==> src/verilog/uart_pkg.sv <==
`default_nettype none

package uart_pkg;

	// data bits per frame
	localparam int DATA_WIDTH = 8;

	typedef logic [DATA_WIDTH-1:0] data_t;

	// flops between the serial line and the receiver FSM
	localparam int NUM_SYNC = 3;

	// transmitter FSM
	typedef enum logic {
		TX_IDLE,	// line high and not busy
		TX_SEND		// frame shifting out
	} tx_state_t;

	// receiver FSM
	typedef enum logic [2:0] {
		RX_IDLE,
		RX_START,	// waiting for the start bit centre
		RX_DATA,
		RX_PARITY,
		RX_STOP
	} rx_state_t;

endpackage

`default_nettype wire

==> src/verilog/uart_loopback.sv <==
`default_nettype none

module uart_loopback #(
	parameter int CLOCKS_PER_BIT = 8,
	parameter int PARITY_ENABLED = 1,
	parameter int PARITY_ODD = 0
) (
	input  logic clk,
	input  logic reset,
	input  logic i_enable,
	input  uart_pkg::data_t i_data,
	output logic o_busy,
	output logic o_serial_out,
	output uart_pkg::data_t o_received_data,
	output logic o_data_valid,
	output logic o_rx_error
);

	logic serial_line;	// tx output, looped straight into rx

	uart_tx #(
		.CLOCKS_PER_BIT(CLOCKS_PER_BIT),
		.PARITY_ENABLED(PARITY_ENABLED),
		.PARITY_ODD(PARITY_ODD)
	) u_tx (
		.clk(clk),
		.reset(reset),
		.i_enable(i_enable),
		.i_data(i_data),
		.o_busy(o_busy),
		.o_serial_out(serial_line)
	);

	uart_rx #(
		.CLOCKS_PER_BIT(CLOCKS_PER_BIT),
		.PARITY_ENABLED(PARITY_ENABLED),
		.PARITY_ODD(PARITY_ODD)
	) u_rx (
		.clk(clk),
		.reset(reset),
		.i_serial_in(serial_line),
		.o_received_data(o_received_data),
		.o_data_valid(o_data_valid),
		.o_rx_error(o_rx_error)
	);

	assign o_serial_out = serial_line;

endmodule

`default_nettype wire

==> src/verilog/uart_rx.sv <==
`default_nettype none

module uart_rx #(
	parameter int CLOCKS_PER_BIT = 8,
	parameter int PARITY_ENABLED = 1,
	parameter int PARITY_ODD = 0
) (
	input  logic clk,
	input  logic reset,
	input  logic i_serial_in,
	output uart_pkg::data_t o_received_data,
	output logic o_data_valid,
	output logic o_rx_error
);

	localparam int CNT_W = $clog2(CLOCKS_PER_BIT);
	localparam int IDX_W = $clog2(uart_pkg::DATA_WIDTH);
	localparam int HALF_BIT = CLOCKS_PER_BIT / 2;

	uart_pkg::rx_state_t state;

	logic [uart_pkg::NUM_SYNC-1:0] sync;	// sync[0] sees the raw line first
	logic line;	// synchronized serial line

	logic [CNT_W-1:0] clk_cnt;
	logic [IDX_W-1:0] bit_idx;	// data bit being sampled
	uart_pkg::data_t data_sr;	// lsb arrives first, shifted in from the top
	logic parity_r;	// sampled parity bit

	logic half_done;
	logic full_done;
	logic parity_ok;
	logic frame_ok;

	assign line = sync[uart_pkg::NUM_SYNC-1];

	assign half_done = (clk_cnt == CNT_W'(HALF_BIT - 1));
	assign full_done = (clk_cnt == CNT_W'(CLOCKS_PER_BIT - 1));

	// parity computed over the received word, checked only when enabled
	assign parity_ok = (PARITY_ENABLED == 0) || (parity_r == ((^data_sr) ^ (PARITY_ODD != 0)));
	assign frame_ok = parity_ok && line;	// line holds the stop bit at its centre

	// synchronizer, preset high so reset does not look like a start bit
	always_ff @(posedge clk) begin
		if (reset) begin
			sync <= '1;
		end else begin
			sync <= {sync[uart_pkg::NUM_SYNC-2:0], i_serial_in};
		end
	end

	always_ff @(posedge clk) begin
		if (reset) begin
			state <= uart_pkg::RX_IDLE;
			clk_cnt <= '0;
			bit_idx <= '0;
			o_data_valid <= 1'b0;
			o_rx_error <= 1'b0;
		end else begin
			o_data_valid <= 1'b0;	// both are one-cycle pulses
			o_rx_error <= 1'b0;
			case (state)
				uart_pkg::RX_IDLE: begin
					bit_idx <= '0;
					if (!line) begin
						state <= uart_pkg::RX_START;
						clk_cnt <= CNT_W'(1);	// detection cycle counts toward the half bit
					end else begin
						clk_cnt <= '0;
					end
				end
				uart_pkg::RX_START: begin
					if (half_done) begin
						clk_cnt <= '0;
						if (!line) begin
							state <= uart_pkg::RX_DATA;
						end else begin
							state <= uart_pkg::RX_IDLE;	// glitch, not a real start bit
						end
					end else begin
						clk_cnt <= clk_cnt + 1'b1;
					end
				end
				uart_pkg::RX_DATA: begin
					if (full_done) begin
						clk_cnt <= '0;
						bit_idx <= bit_idx + 1'b1;
						if (bit_idx == IDX_W'(uart_pkg::DATA_WIDTH - 1)) begin
							if (PARITY_ENABLED != 0) begin
								state <= uart_pkg::RX_PARITY;
							end else begin
								state <= uart_pkg::RX_STOP;
							end
						end
					end else begin
						clk_cnt <= clk_cnt + 1'b1;
					end
				end
				uart_pkg::RX_PARITY: begin
					if (full_done) begin
						clk_cnt <= '0;
						state <= uart_pkg::RX_STOP;
					end else begin
						clk_cnt <= clk_cnt + 1'b1;
					end
				end
				uart_pkg::RX_STOP: begin
					if (full_done) begin
						clk_cnt <= '0;
						state <= uart_pkg::RX_IDLE;
						o_data_valid <= frame_ok;
						o_rx_error <= !frame_ok;
					end else begin
						clk_cnt <= clk_cnt + 1'b1;
					end
				end
				default: begin
					state <= uart_pkg::RX_IDLE;
				end
			endcase
		end
	end

	// payload registers
	always_ff @(posedge clk) begin
		if (state == uart_pkg::RX_DATA && full_done) begin
			data_sr <= {line, data_sr[uart_pkg::DATA_WIDTH-1:1]};
		end
		if (state == uart_pkg::RX_PARITY && full_done) begin
			parity_r <= line;
		end
		if (state == uart_pkg::RX_STOP && full_done && frame_ok) begin
			o_received_data <= data_sr;	// held until the next good frame
		end
	end

endmodule

`default_nettype wire

==> src/verilog/uart_tx.sv <==
`default_nettype none

module uart_tx #(
	parameter int CLOCKS_PER_BIT = 8,
	parameter int PARITY_ENABLED = 1,
	parameter int PARITY_ODD = 0
) (
	input  logic clk,
	input  logic reset,
	input  logic i_enable,
	input  uart_pkg::data_t i_data,
	output logic o_busy,
	output logic o_serial_out
);

	// start + data + optional parity + stop
	localparam int FRAME_BITS = 1 + uart_pkg::DATA_WIDTH + PARITY_ENABLED + 1;
	localparam int CNT_W = $clog2(CLOCKS_PER_BIT);
	localparam int BIT_W = $clog2(FRAME_BITS);

	uart_pkg::tx_state_t state;

	logic [CNT_W-1:0] clk_cnt;	// cycles spent in the current bit
	logic [BIT_W-1:0] bit_cnt;	// index of the bit on the line
	logic [FRAME_BITS-1:0] shift_reg;	// bit 0 is the bit on the line
	logic [FRAME_BITS-1:0] frame;	// frame built from i_data

	logic bit_done;
	logic last_bit;

	// frame layout with the lsb going out first
	generate
		if (PARITY_ENABLED != 0) begin : g_parity
			logic parity_bit;

			assign parity_bit = (^i_data) ^ (PARITY_ODD != 0);
			assign frame = {1'b1, parity_bit, i_data, 1'b0};
		end else begin : g_no_parity
			assign frame = {1'b1, i_data, 1'b0};
		end
	endgenerate

	assign bit_done = (clk_cnt == CNT_W'(CLOCKS_PER_BIT - 1));
	assign last_bit = (bit_cnt == BIT_W'(FRAME_BITS - 1));

	assign o_busy = (state == uart_pkg::TX_SEND);

	// control path
	always_ff @(posedge clk) begin
		if (reset) begin
			state <= uart_pkg::TX_IDLE;
			clk_cnt <= '0;
			bit_cnt <= '0;
			o_serial_out <= 1'b1;	// idle line is high
		end else begin
			case (state)
				uart_pkg::TX_IDLE: begin
					clk_cnt <= '0;
					bit_cnt <= '0;
					o_serial_out <= 1'b1;
					if (i_enable) begin
						state <= uart_pkg::TX_SEND;
						o_serial_out <= frame[0];	// start bit goes out right away
					end
				end
				uart_pkg::TX_SEND: begin
					if (bit_done) begin
						clk_cnt <= '0;
						if (last_bit) begin
							state <= uart_pkg::TX_IDLE;	// stop bit has run its full period
							o_serial_out <= 1'b1;
						end else begin
							bit_cnt <= bit_cnt + 1'b1;
							o_serial_out <= shift_reg[1];
						end
					end else begin
						clk_cnt <= clk_cnt + 1'b1;
					end
				end
				default: begin
					state <= uart_pkg::TX_IDLE;
				end
			endcase
		end
	end

	// frame shift register
	always_ff @(posedge clk) begin
		if (state == uart_pkg::TX_IDLE) begin
			if (i_enable) begin
				shift_reg <= frame;
			end
		end else if (bit_done) begin
			shift_reg <= {1'b1, shift_reg[FRAME_BITS-1:1]};	// fill with idle level
		end
	end

endmodule

`default_nettype wire
==> config.mk <==
export PLATFORM = sky130hd
export DESIGN_NAME = uart_loopback
export DESIGN_NICKNAME = d
export VERILOG_FILES = /design/src/verilog/uart_pkg.sv /design/src/verilog/uart_loopback.sv /design/src/verilog/uart_rx.sv /design/src/verilog/uart_tx.sv
export SDC_FILE = /design/constraint.sdc
export NUM_CORES = 1
export LEC_CHECK = 0
export BUFFER_PORTS_ARGS = -buffer_cell sky130_fd_sc_hd__buf_2
export CAP_MARGIN = 20
export CORE_ASPECT_RATIO = 1.1
export CORE_MARGIN = 2
export CORE_UTILIZATION = 45
export CTS_CLUSTER_DIAMETER = 100
export DETAILED_ROUTE_END_ITERATION = 7
export PLACE_DENSITY_LB_ADDON = 0.1
export SYNTH_ARGS = -nofsm -noshare
export SYNTH_HDL_FRONTEND = slang
export SYNTH_SLANG_ARGS = --single-unit
==> constraint.sdc <==
create_clock -name clk -period 1.7 [get_ports clk]
set_input_delay 0.085 -clock clk [delete_from_list [all_inputs] [get_ports clk]]
set_output_delay 0.085 -clock clk [all_outputs]
set_load 0.005 [all_outputs]
# ---- Yosys cells after proc, flatten, opt, wreduce, memory -nomap -nowiden
# Index checks and enable logic that the tools add are counted.
dict set report classes {
  eq_ne 18
  n_bitwise 3
  mux 30
  reduce_logical 18
  n_addsub 4
}
# cell n
set op_table {}
lappend op_table {{$mux 11} 3}
lappend op_table {{$mux 3} 10}
lappend op_table {{$reduce_xor 8->1} 2}
lappend op_table {{$pmux 3 s5} 1}
lappend op_table {{$eq 3x3->1 const B} 4}
lappend op_table {{$pmux 3 s2} 2}
lappend op_table {{$ne 2x1->1 const B} 5}
lappend op_table {{$add 3x1->3 const B} 3}
lappend op_table {{$eq 3x2->1 const B} 3}
lappend op_table {{$pmux 3 s3} 1}
lappend op_table {{$mux 4} 2}
lappend op_table {{$pmux 4 s2} 1}
lappend op_table {{$mux 1} 7}
lappend op_table {{$ne 2x2->1 const B} 3}
lappend op_table {{$reduce_and 2->1} 3}
lappend op_table {{$reduce_and 6->1} 1}
lappend op_table {{$reduce_or 3->1} 2}
lappend op_table {{$logic_and 1x1->1} 5}
lappend op_table {{$add 4x1->4 const B} 1}
lappend op_table {{$eq 4x4->1 const B} 1}
lappend op_table {{$pmux 1 s2} 2}
lappend op_table {{$reduce_bool 2->1} 2}
lappend op_table {{$eq 3x1->1 const B} 1}
lappend op_table {{$logic_not 3->1} 1}
lappend op_table {{5 further kinds} 7}
dict set report word_totals {
  inputBits 11
  regBits 51
  output_inout_bits 12
  elab_cells 87
}

# ---- Depth between registers and ports, before layout
# Gate-level depths: netlist of run 1.
dict set report logic_depth {
  depth_word 4
  depth_mapped 7
  mapped_depth_nobuf 7
}

# ---- By module
# From an unflattened synthesis of run 1, not the netlist that was laid out.
dict set report hier_totals {
  cells_unflattened 172
  area_unflattened_um2 2134.5
}
# module instances cells_each area_each_um2
set by_module_without_submodules {}
lappend by_module_without_submodules {uart_rx 1 106 1307.5}
lappend by_module_without_submodules {uart_tx 1 66 827.0}

# ---- Worst setup path after synthesis of run 1
# OpenSTA, ideal clock, no wires.
dict set report synth_path {
  path_type {reg-to-reg}
  from {register u_rx.data_sr[2]}
  to {register u_rx.o_received_data[0], enable pin}
  path_stages_with_launch 5
  synth_period_minus_slack_ns 1.848
  required_time_ns 1.369
  path_buffers 0
  slack_ns -0.148
  arrival_ns 1.517
  setup_ns 0.331
  path_cell_list {edfxtp_1 -> xor2_1 -> xnor3_1 -> mux2i_1 -> and4_1}
}
dict set report synth_between {
  elab_chain_cells 4
}
# element line
set synth_rtl {}
lappend synth_rtl {{start, declared} uart_rx.sv:27} ;# uart_pkg::data_t data_sr;
lappend synth_rtl {{start signal, assigned} uart_rx.sv:128} ;# data_sr <= {line, data_sr[uart_pkg::DATA_WIDTH-1:1]};
lappend synth_rtl {{$reduce_xor 8->1} uart_rx.sv:41} ;# assign parity_ok = (PARITY_ENABLED == 0) || (parity_r == ((^data_sr) ^ (PARITY_ODD != 0)));
lappend synth_rtl {{$eq 1x1->1} uart_rx.sv:41}
lappend synth_rtl {{$logic_and 1x1->1} uart_rx.sv:42} ;# assign frame_ok = parity_ok && line;
lappend synth_rtl {{$logic_and 1x1->1} uart_rx.sv:133} ;# if (state == uart_pkg::RX_STOP && full_done && frame_ok) begin
lappend synth_rtl {{end signal, assigned} uart_rx.sv:134} ;# o_received_data <= data_sr;
lappend synth_rtl {{end, declared} uart_rx.sv:11} ;# output uart_pkg::data_t o_received_data,
# No other way between the ends.
# A chain may end at the register's enable or synchronous reset.

# ---- Final worst setup path of run 1
dict set report layout_path {
  from {register u_rx.data_sr[7]}
  to {register u_rx.o_received_data[7], enable pin}
}
# Same word-level chain as after synthesis.

==> impl_metrics.csv, run 1 <==
group,metric,value,unit
clock_tree,ctsHoldBuffers,0,
synthesis,async_flop_share,0,%
clock_tree,clk_latency,0.30,ns
global_routing,globalRouteOverflowTotal,0,
global_routing,grt.met2_usage,26.1,%
routing,via_per_inst,5.51,
global_routing,grtUsageTotal,15.5,%
worst_setup_path,cp_num_cells,4,
routing,wire_per_inst,14.2,µm
routing,drc,0,
clock_tree,cts_buffers,5,
synthesis,synthCells,184,
global_routing,grt_use_met1,18.7,%
flow_run,maxCapViolCount,0,
clock_tree,htreeDepth,2,
global_routing,antenna_found_initial,0,
synthesis,synth_most_common_cell,"edfxtp_1",
status,outcome,"finished, violations left",
finish,fin_area,2580,µm²
clock_tree,cts.clk_slew.worst_paths,0.09,ns
placement,gp_congestion,0.777,
worst_setup_path,r2r_cells,4,
die,coreArea,4680,µm²
synthesis,synth_top_cell_area_share,35.2,%
power,power_leakage,0.990,nW
worst_setup_path,crit_type,"reg -> reg",
synthesis,synth_edf_count,26,
global_routing,grt_pass1_wl,6.72,mm
die,io_pins,23,
timing,rsz0062_at_grt,"true",
global_routing,top_usage_layer,"met2",
finish,drive_gt1_share,28.8,%
finish,multi_input_area,926,µm²
worst_setup_path,cp_data_required_time,1.71,ns
global_routing,grt_max_degree,18,
global_routing,first_global_vias,1460,
finish,final_cells,275,
synthesis,avgSynthCellArea,12.1,µm²
routing,drt_first_pass_iters,4,
die,rows,26,
finish,num-fill-cells,422,
power,ir_drop,0.000498,V
worst_setup_path,cp.arrival,1.91,ns
global_routing,use_met3,4.68,%
placement,place_ws,-0.241,ns
die,die_h,77.7,µm
worst_setup_path,cpMaxStageDelayCell,"xnor3_1",
synthesis,netlist_top_cells_area,"edfxtp_1 35%, dfxtp_1 21%, ha_1 5.1%",
worst_setup_path,path_max_fanout,8,
routing,postRouteAntennaNets,0,
status,violations,"setup timing",
routing,drt_iter0_drc,105,
timing,hold_violations,0,
synthesis,ys_seq_area_share,55.9,%
worst_setup_path,regToRegStartpoint,"u_rx.data_sr[7]",
finish,area_delta_synth_final,16.1,%
worst_setup_path,setup.worst_path.start,"u_rx.data_sr[7]",
worst_setup_path,worst_setup_path_end_kind,"flop",
timing,setup_viol,8,
placement,place_area,2430,µm²
finish,seq_area,1240,µm²
worst_setup_path,crit_buf_inv,0,
synthesis,synth-seq-cells,49,
min_path,hold_depth,2,
worst_setup_path,cp-start-kind,"flop",
clock_tree,root_buffer,"clkbuf_8",
clock_tree,cts_sinks,49,
worst_setup_path,critical_path.max_stage_delay,0.45,ns
timing,whs,0.113,ns
timing,tightest_slew,0.513,ns
timing,setup_ws,-0.196,ns
placement,port_buffers,22,
placement,dp.cells,265,
synthesis,ys_warn_count,0,
power,power.density,858,nW/µm²
timing,slew_headroom,65.7,%
worst_setup_path,crit_family,"XOR/XNOR gates",
min_path,hold_path_class,"in -> reg",
clock_tree,cts_tree,"built",
power,totalPowerFinal,2.21,mW
die,die_area,5510,µm²
die,die-width,71.0,µm
finish,diodes,0,
synthesis,ys.flop_type,"edfxtp_1",
finish,fin_nets,238,
timing,max_freq,527,MHz
clock_tree,clock_path_buffers,2,
placement,dp_hpwl,2.90,mm
synthesis,ys_types,48,
synthesis,syn_nets,204,
timing,worst_clock_skew,0.00552,ns
die,initial_core_util,47.4,%
min_path,hold_start,"i_data[3]",
synthesis,syn-cell-area,2220,µm²
timing,finalMaxSlewViolations,0,
worst_setup_path,crit_chain,"xnor2_1 -> xnor3_1 -> mux2i_2 -> and4_4",
synthesis,ys_top_cells_by_count,"26 x edfxtp_1, 23 x dfxtp_1, 11 x a21oi_1, 10 x mux2_2",
routing,vias,1515,
timing,period_share,112,%
finish,largest_register_ff_count,9,
routing,drt-total-wl,3.91,mm
timing,period_needed,1.90,ns
synthesis,yosysTopAreaCell,"edfxtp_1",
[placed cells by master, fill, tap and decap left out, types with 4 or more instances in the layout]
cell,synthesis,routed
edfxtp_1,26,26
dfxtp_1,23,23
buf_2,1,22
buf_4,0,12
a21oi_1,11,11
mux2_2,10,10
nor2_1,9,9
xnor2_1,9,9
ha_1,9,9
nand2_1,8,8
inv_1,7,7
nor3_1,7,7
clkbuf_8,1,5
or2_2,4,4
o21ai_0,4,4
[layer usage]
| layer | vias up | wire length (µm) |
|---|---|---|
| li1 | 746 | - |
| met1 | 734 | 1720 |
| met2 | 31 | 1970 |
| met3 | 4 | 169 |
| met4 | 0 | 47 |
| met5 | - | 0 |
[metrics by stage]
step	setup TNS (ns)	util (%)
6_report	-1.56	55.0
5_1_grt	-2.07	55.0
4_1_cts	-1.66	55.0
3_5_place_dp	-1.93	51.9
3_3_place_gp	-0.469	51.9
2_1_floorplan	-0.440	-
[report_power, final]
part / total, mW / switching, mW / leakage, nW / internal (mW)
clock network: 0.808 / 0.371 / 0.0552 / 0.437
registers: 1.28 / 0.0140 / 0.424 / 1.27
logic: 0.122 / 0.0595 / 0.511 / 0.0629
[logic make-up (layout without fill, tap and decap cells)]
kind of cell	count (synthesis)	count (layout)	share of synthesized area, %
simple gates	52	52	13.0
flops	49	49	55.9
compound gates	36	36	11.1
buf+inv	15	50	3.44
xor+xnor	12	12	5.97
mux	11	11	5.52
fa+ha+maj	9	9	5.07
[what timing repair did]
action                                  4_1_cts  5_1_grt
gates resized for setup                       4        2
buffers inserted                              3        0
endpoints found under the setup margin        8       11
pin swaps                                     4        4
[layout make-up]
type	count	area share (%)
inverters	8	1.31
repair buffers	34	7.76
clock buffers	6	2.81
clock inverters	2	1.36
multi-input cells	120	35.9
flip-flops and latches	49	48.1
well taps	56	2.72
[final timing paths]
kind / to / slack (ns)
setup / recovery: u_rx.o_received_data[7] / -0.20
hold / removal: u_tx.shift_reg[4] / 0.11
setup reg to reg: u_rx.o_received_data[7] / -0.20
hold reg to reg: u_rx.sync[1] / 0.42
(Power assumes the default switching activity.)
==> inputs of run 2 (changes only) <==
--- a/config.mk
+++ b/config.mk
@@ -12,6 +12,7 @@
 export CORE_UTILIZATION = 45
 export CTS_CLUSTER_DIAMETER = 100
 export DETAILED_ROUTE_END_ITERATION = 7
+export GPL_TIMING_DRIVEN = 0
 export PLACE_DENSITY_LB_ADDON = 0.1
 export SYNTH_ARGS = -nofsm -noshare
 export SYNTH_HDL_FRONTEND = slang
==> impl_metrics.csv, run 2 (same netlist as run 1, synthesis figures left out) <==
group,metric,value,unit
min_path,hold_start,"reset",
clock_tree,cts_buffers,5,
global_routing,globalRouteOverflowTotal,0,
power,ir_drop,0.000558,V
timing,tightest_slew,0.454,ns
routing,wire_per_inst,14.4,µm
finish,mostFrequentLayoutCells,"26 x edfxtp_1, 23 x buf_2, 23 x dfxtp_1",
clock_tree,htreeDepth,2,
finish,largest_register_ff_count,9,
routing,vias,1501,
power,power.density,866,nW/µm²
worst_setup_path,cp_data_required_time,1.71,ns
finish,fin_util,55.2,%
status,outcome,"finished, violations left",
clock_tree,clock_path_buffers,2,
timing,period_needed,1.87,ns
routing,drt_iter0_drc,160,
clock_tree,cts_sinks,49,
placement,dp_hpwl,2.79,mm
placement,gp_congestion,0.852,
die,die-width,71.0,µm
finish,final_common_cell,"edfxtp_1",
timing,finalMaxSlewViolations,0,
timing,slew_headroom,69.8,%
finish,diodes,0,
timing,worst_clock_skew,0.00699,ns
placement,place_area,2400,µm²
clock_tree,root_buffer,"clkbuf_8",
worst_setup_path,worst_setup_path_end_kind,"flop",
die,coreArea,4680,µm²
finish,fin_area,2590,µm²
worst_setup_path,cp.arrival,1.88,ns
worst_setup_path,cp-start-kind,"flop",
timing,setup_ws,-0.172,ns
routing,drt_first_pass_iters,4,
finish,area_delta_synth_final,16.5,%
finish,drive_gt1_share,30.0,%
global_routing,grt_max_degree,17,
die,die_area,5510,µm²
power,power_leakage,0.980,nW
die,die_h,77.7,µm
global_routing,antenna_found_initial,0,
timing,rsz0062_at_grt,"true",
global_routing,grt_pass1_wl,6.69,mm
routing,drt-total-wl,3.94,mm
min_path,hold_path_class,"in -> reg",
global_routing,grtUsageTotal,15.3,%
worst_setup_path,r2r_slack,-0.17,ns
die,rows,26,
worst_setup_path,regToRegStartpoint,"u_rx.data_sr[4]",
timing,period_share,110,%
routing,postRouteAntennaNets,0,
worst_setup_path,setup.worst_path.start,"u_rx.data_sr[4]",
status,violations,"setup timing",
clock_tree,cts_tree,"built",
timing,hold_violations,0,
die,io_pins,23,
routing,drc,0,
die,initial_core_util,47.4,%
worst_setup_path,crit_type,"reg -> reg",
routing,via_per_inst,5.50,
timing,max_freq,534,MHz
clock_tree,ctsHoldBuffers,0,
placement,port_buffers,22,
clock_tree,clk_latency,0.30,ns
worst_setup_path,path_max_fanout,8,
flow_run,maxCapViolCount,0,
global_routing,first_global_vias,1472,
finish,fin_nets,236,
timing,setup_viol,8,
clock_tree,cts.clk_slew.worst_paths,0.09,ns
-- run 2: changes by cell type in the layout (fill, tap and decap cells not counted), moves of 2 or more --
cell,before,now
buf_4,12,4
clkbuf_2,0,2
ha_1,9,7
ha_2,0,2
-- run 2: final cells by class --
| class | instances | area [µm²] |
|---|---|---|
| well taps | 56 | 70.1 |
| clock buffers | 5 | 68.8 |
| inverters | 8 | 30.0 |
| multi-input cells | 120 | 948 |
| clock inverters | 3 | 43.8 |
| fillers | 421 | 2100 |
| repair buffers | 26 | 140 |
| plain buffers | 6 | 43.8 |
| flip-flops and latches | 49 | 1240 |
-- run 2: path summary, 6_finish.rpt --
check | to | cells after the start
min | u_rx.o_rx_error | 2
max | u_rx.o_received_data[0] | 4
min reg2reg | u_rx.sync[2] | 1
max reg2reg | u_rx.o_received_data[0] | 4
-- run 2: where the power goes --
part | leakage, nW | switching, mW | internal (mW)
registers | 0.424 | 0.00993 | 1.27
clock network | 0.0585 | 0.392 | 0.441
logic | 0.497 | 0.0638 | 0.0634
total | 0.980 | 0.465 | 1.77
-- run 2: critical path, cell delays in order (launching register included) --
cell and delay [ns]:
edfxtp_1 0.43, xnor2_1 0.18, xnor3_1 0.44, mux2i_2 0.21, and4_4 0.32
-- run 2: repair_timing --
| action | 4_1_cts | 5_1_grt |
|---|---|---|
| resized for setup | 5 | 6 |
| setup endpoints to repair | 19 | 30 |
| buffers inserted | 3 | 1 |
| hold endpoints to repair | 0 | 0 |
| pin swaps | 1 | 2 |
-- run 2: routing by layer --
metal | global-route usage, % | part of all wire, %
met3 | 4.03 | 4.4
met1 | 18.8 | 44
met2 | 26.2 | 51
met4 | 4.53 | 0.63
met5 | 0 | 0
-- run 2: stage by stage --
step	power [mW]	hold slack [ns]	setup TNS [ns]	setup WS (ns)	std cells
finish	2.24	0.0736	-1.37	-0.172	273
global route	2.33	0.0762	-2.04	-0.255	273
CTS	2.26	0.0651	-1.34	-0.167	272
detailed placement	1.43	0.393	-4.50	-0.313	262
global placement	1.43	0.384	-3.72	-0.296	262
floorplan	1.39	0.164	-0.440	-0.0549	184
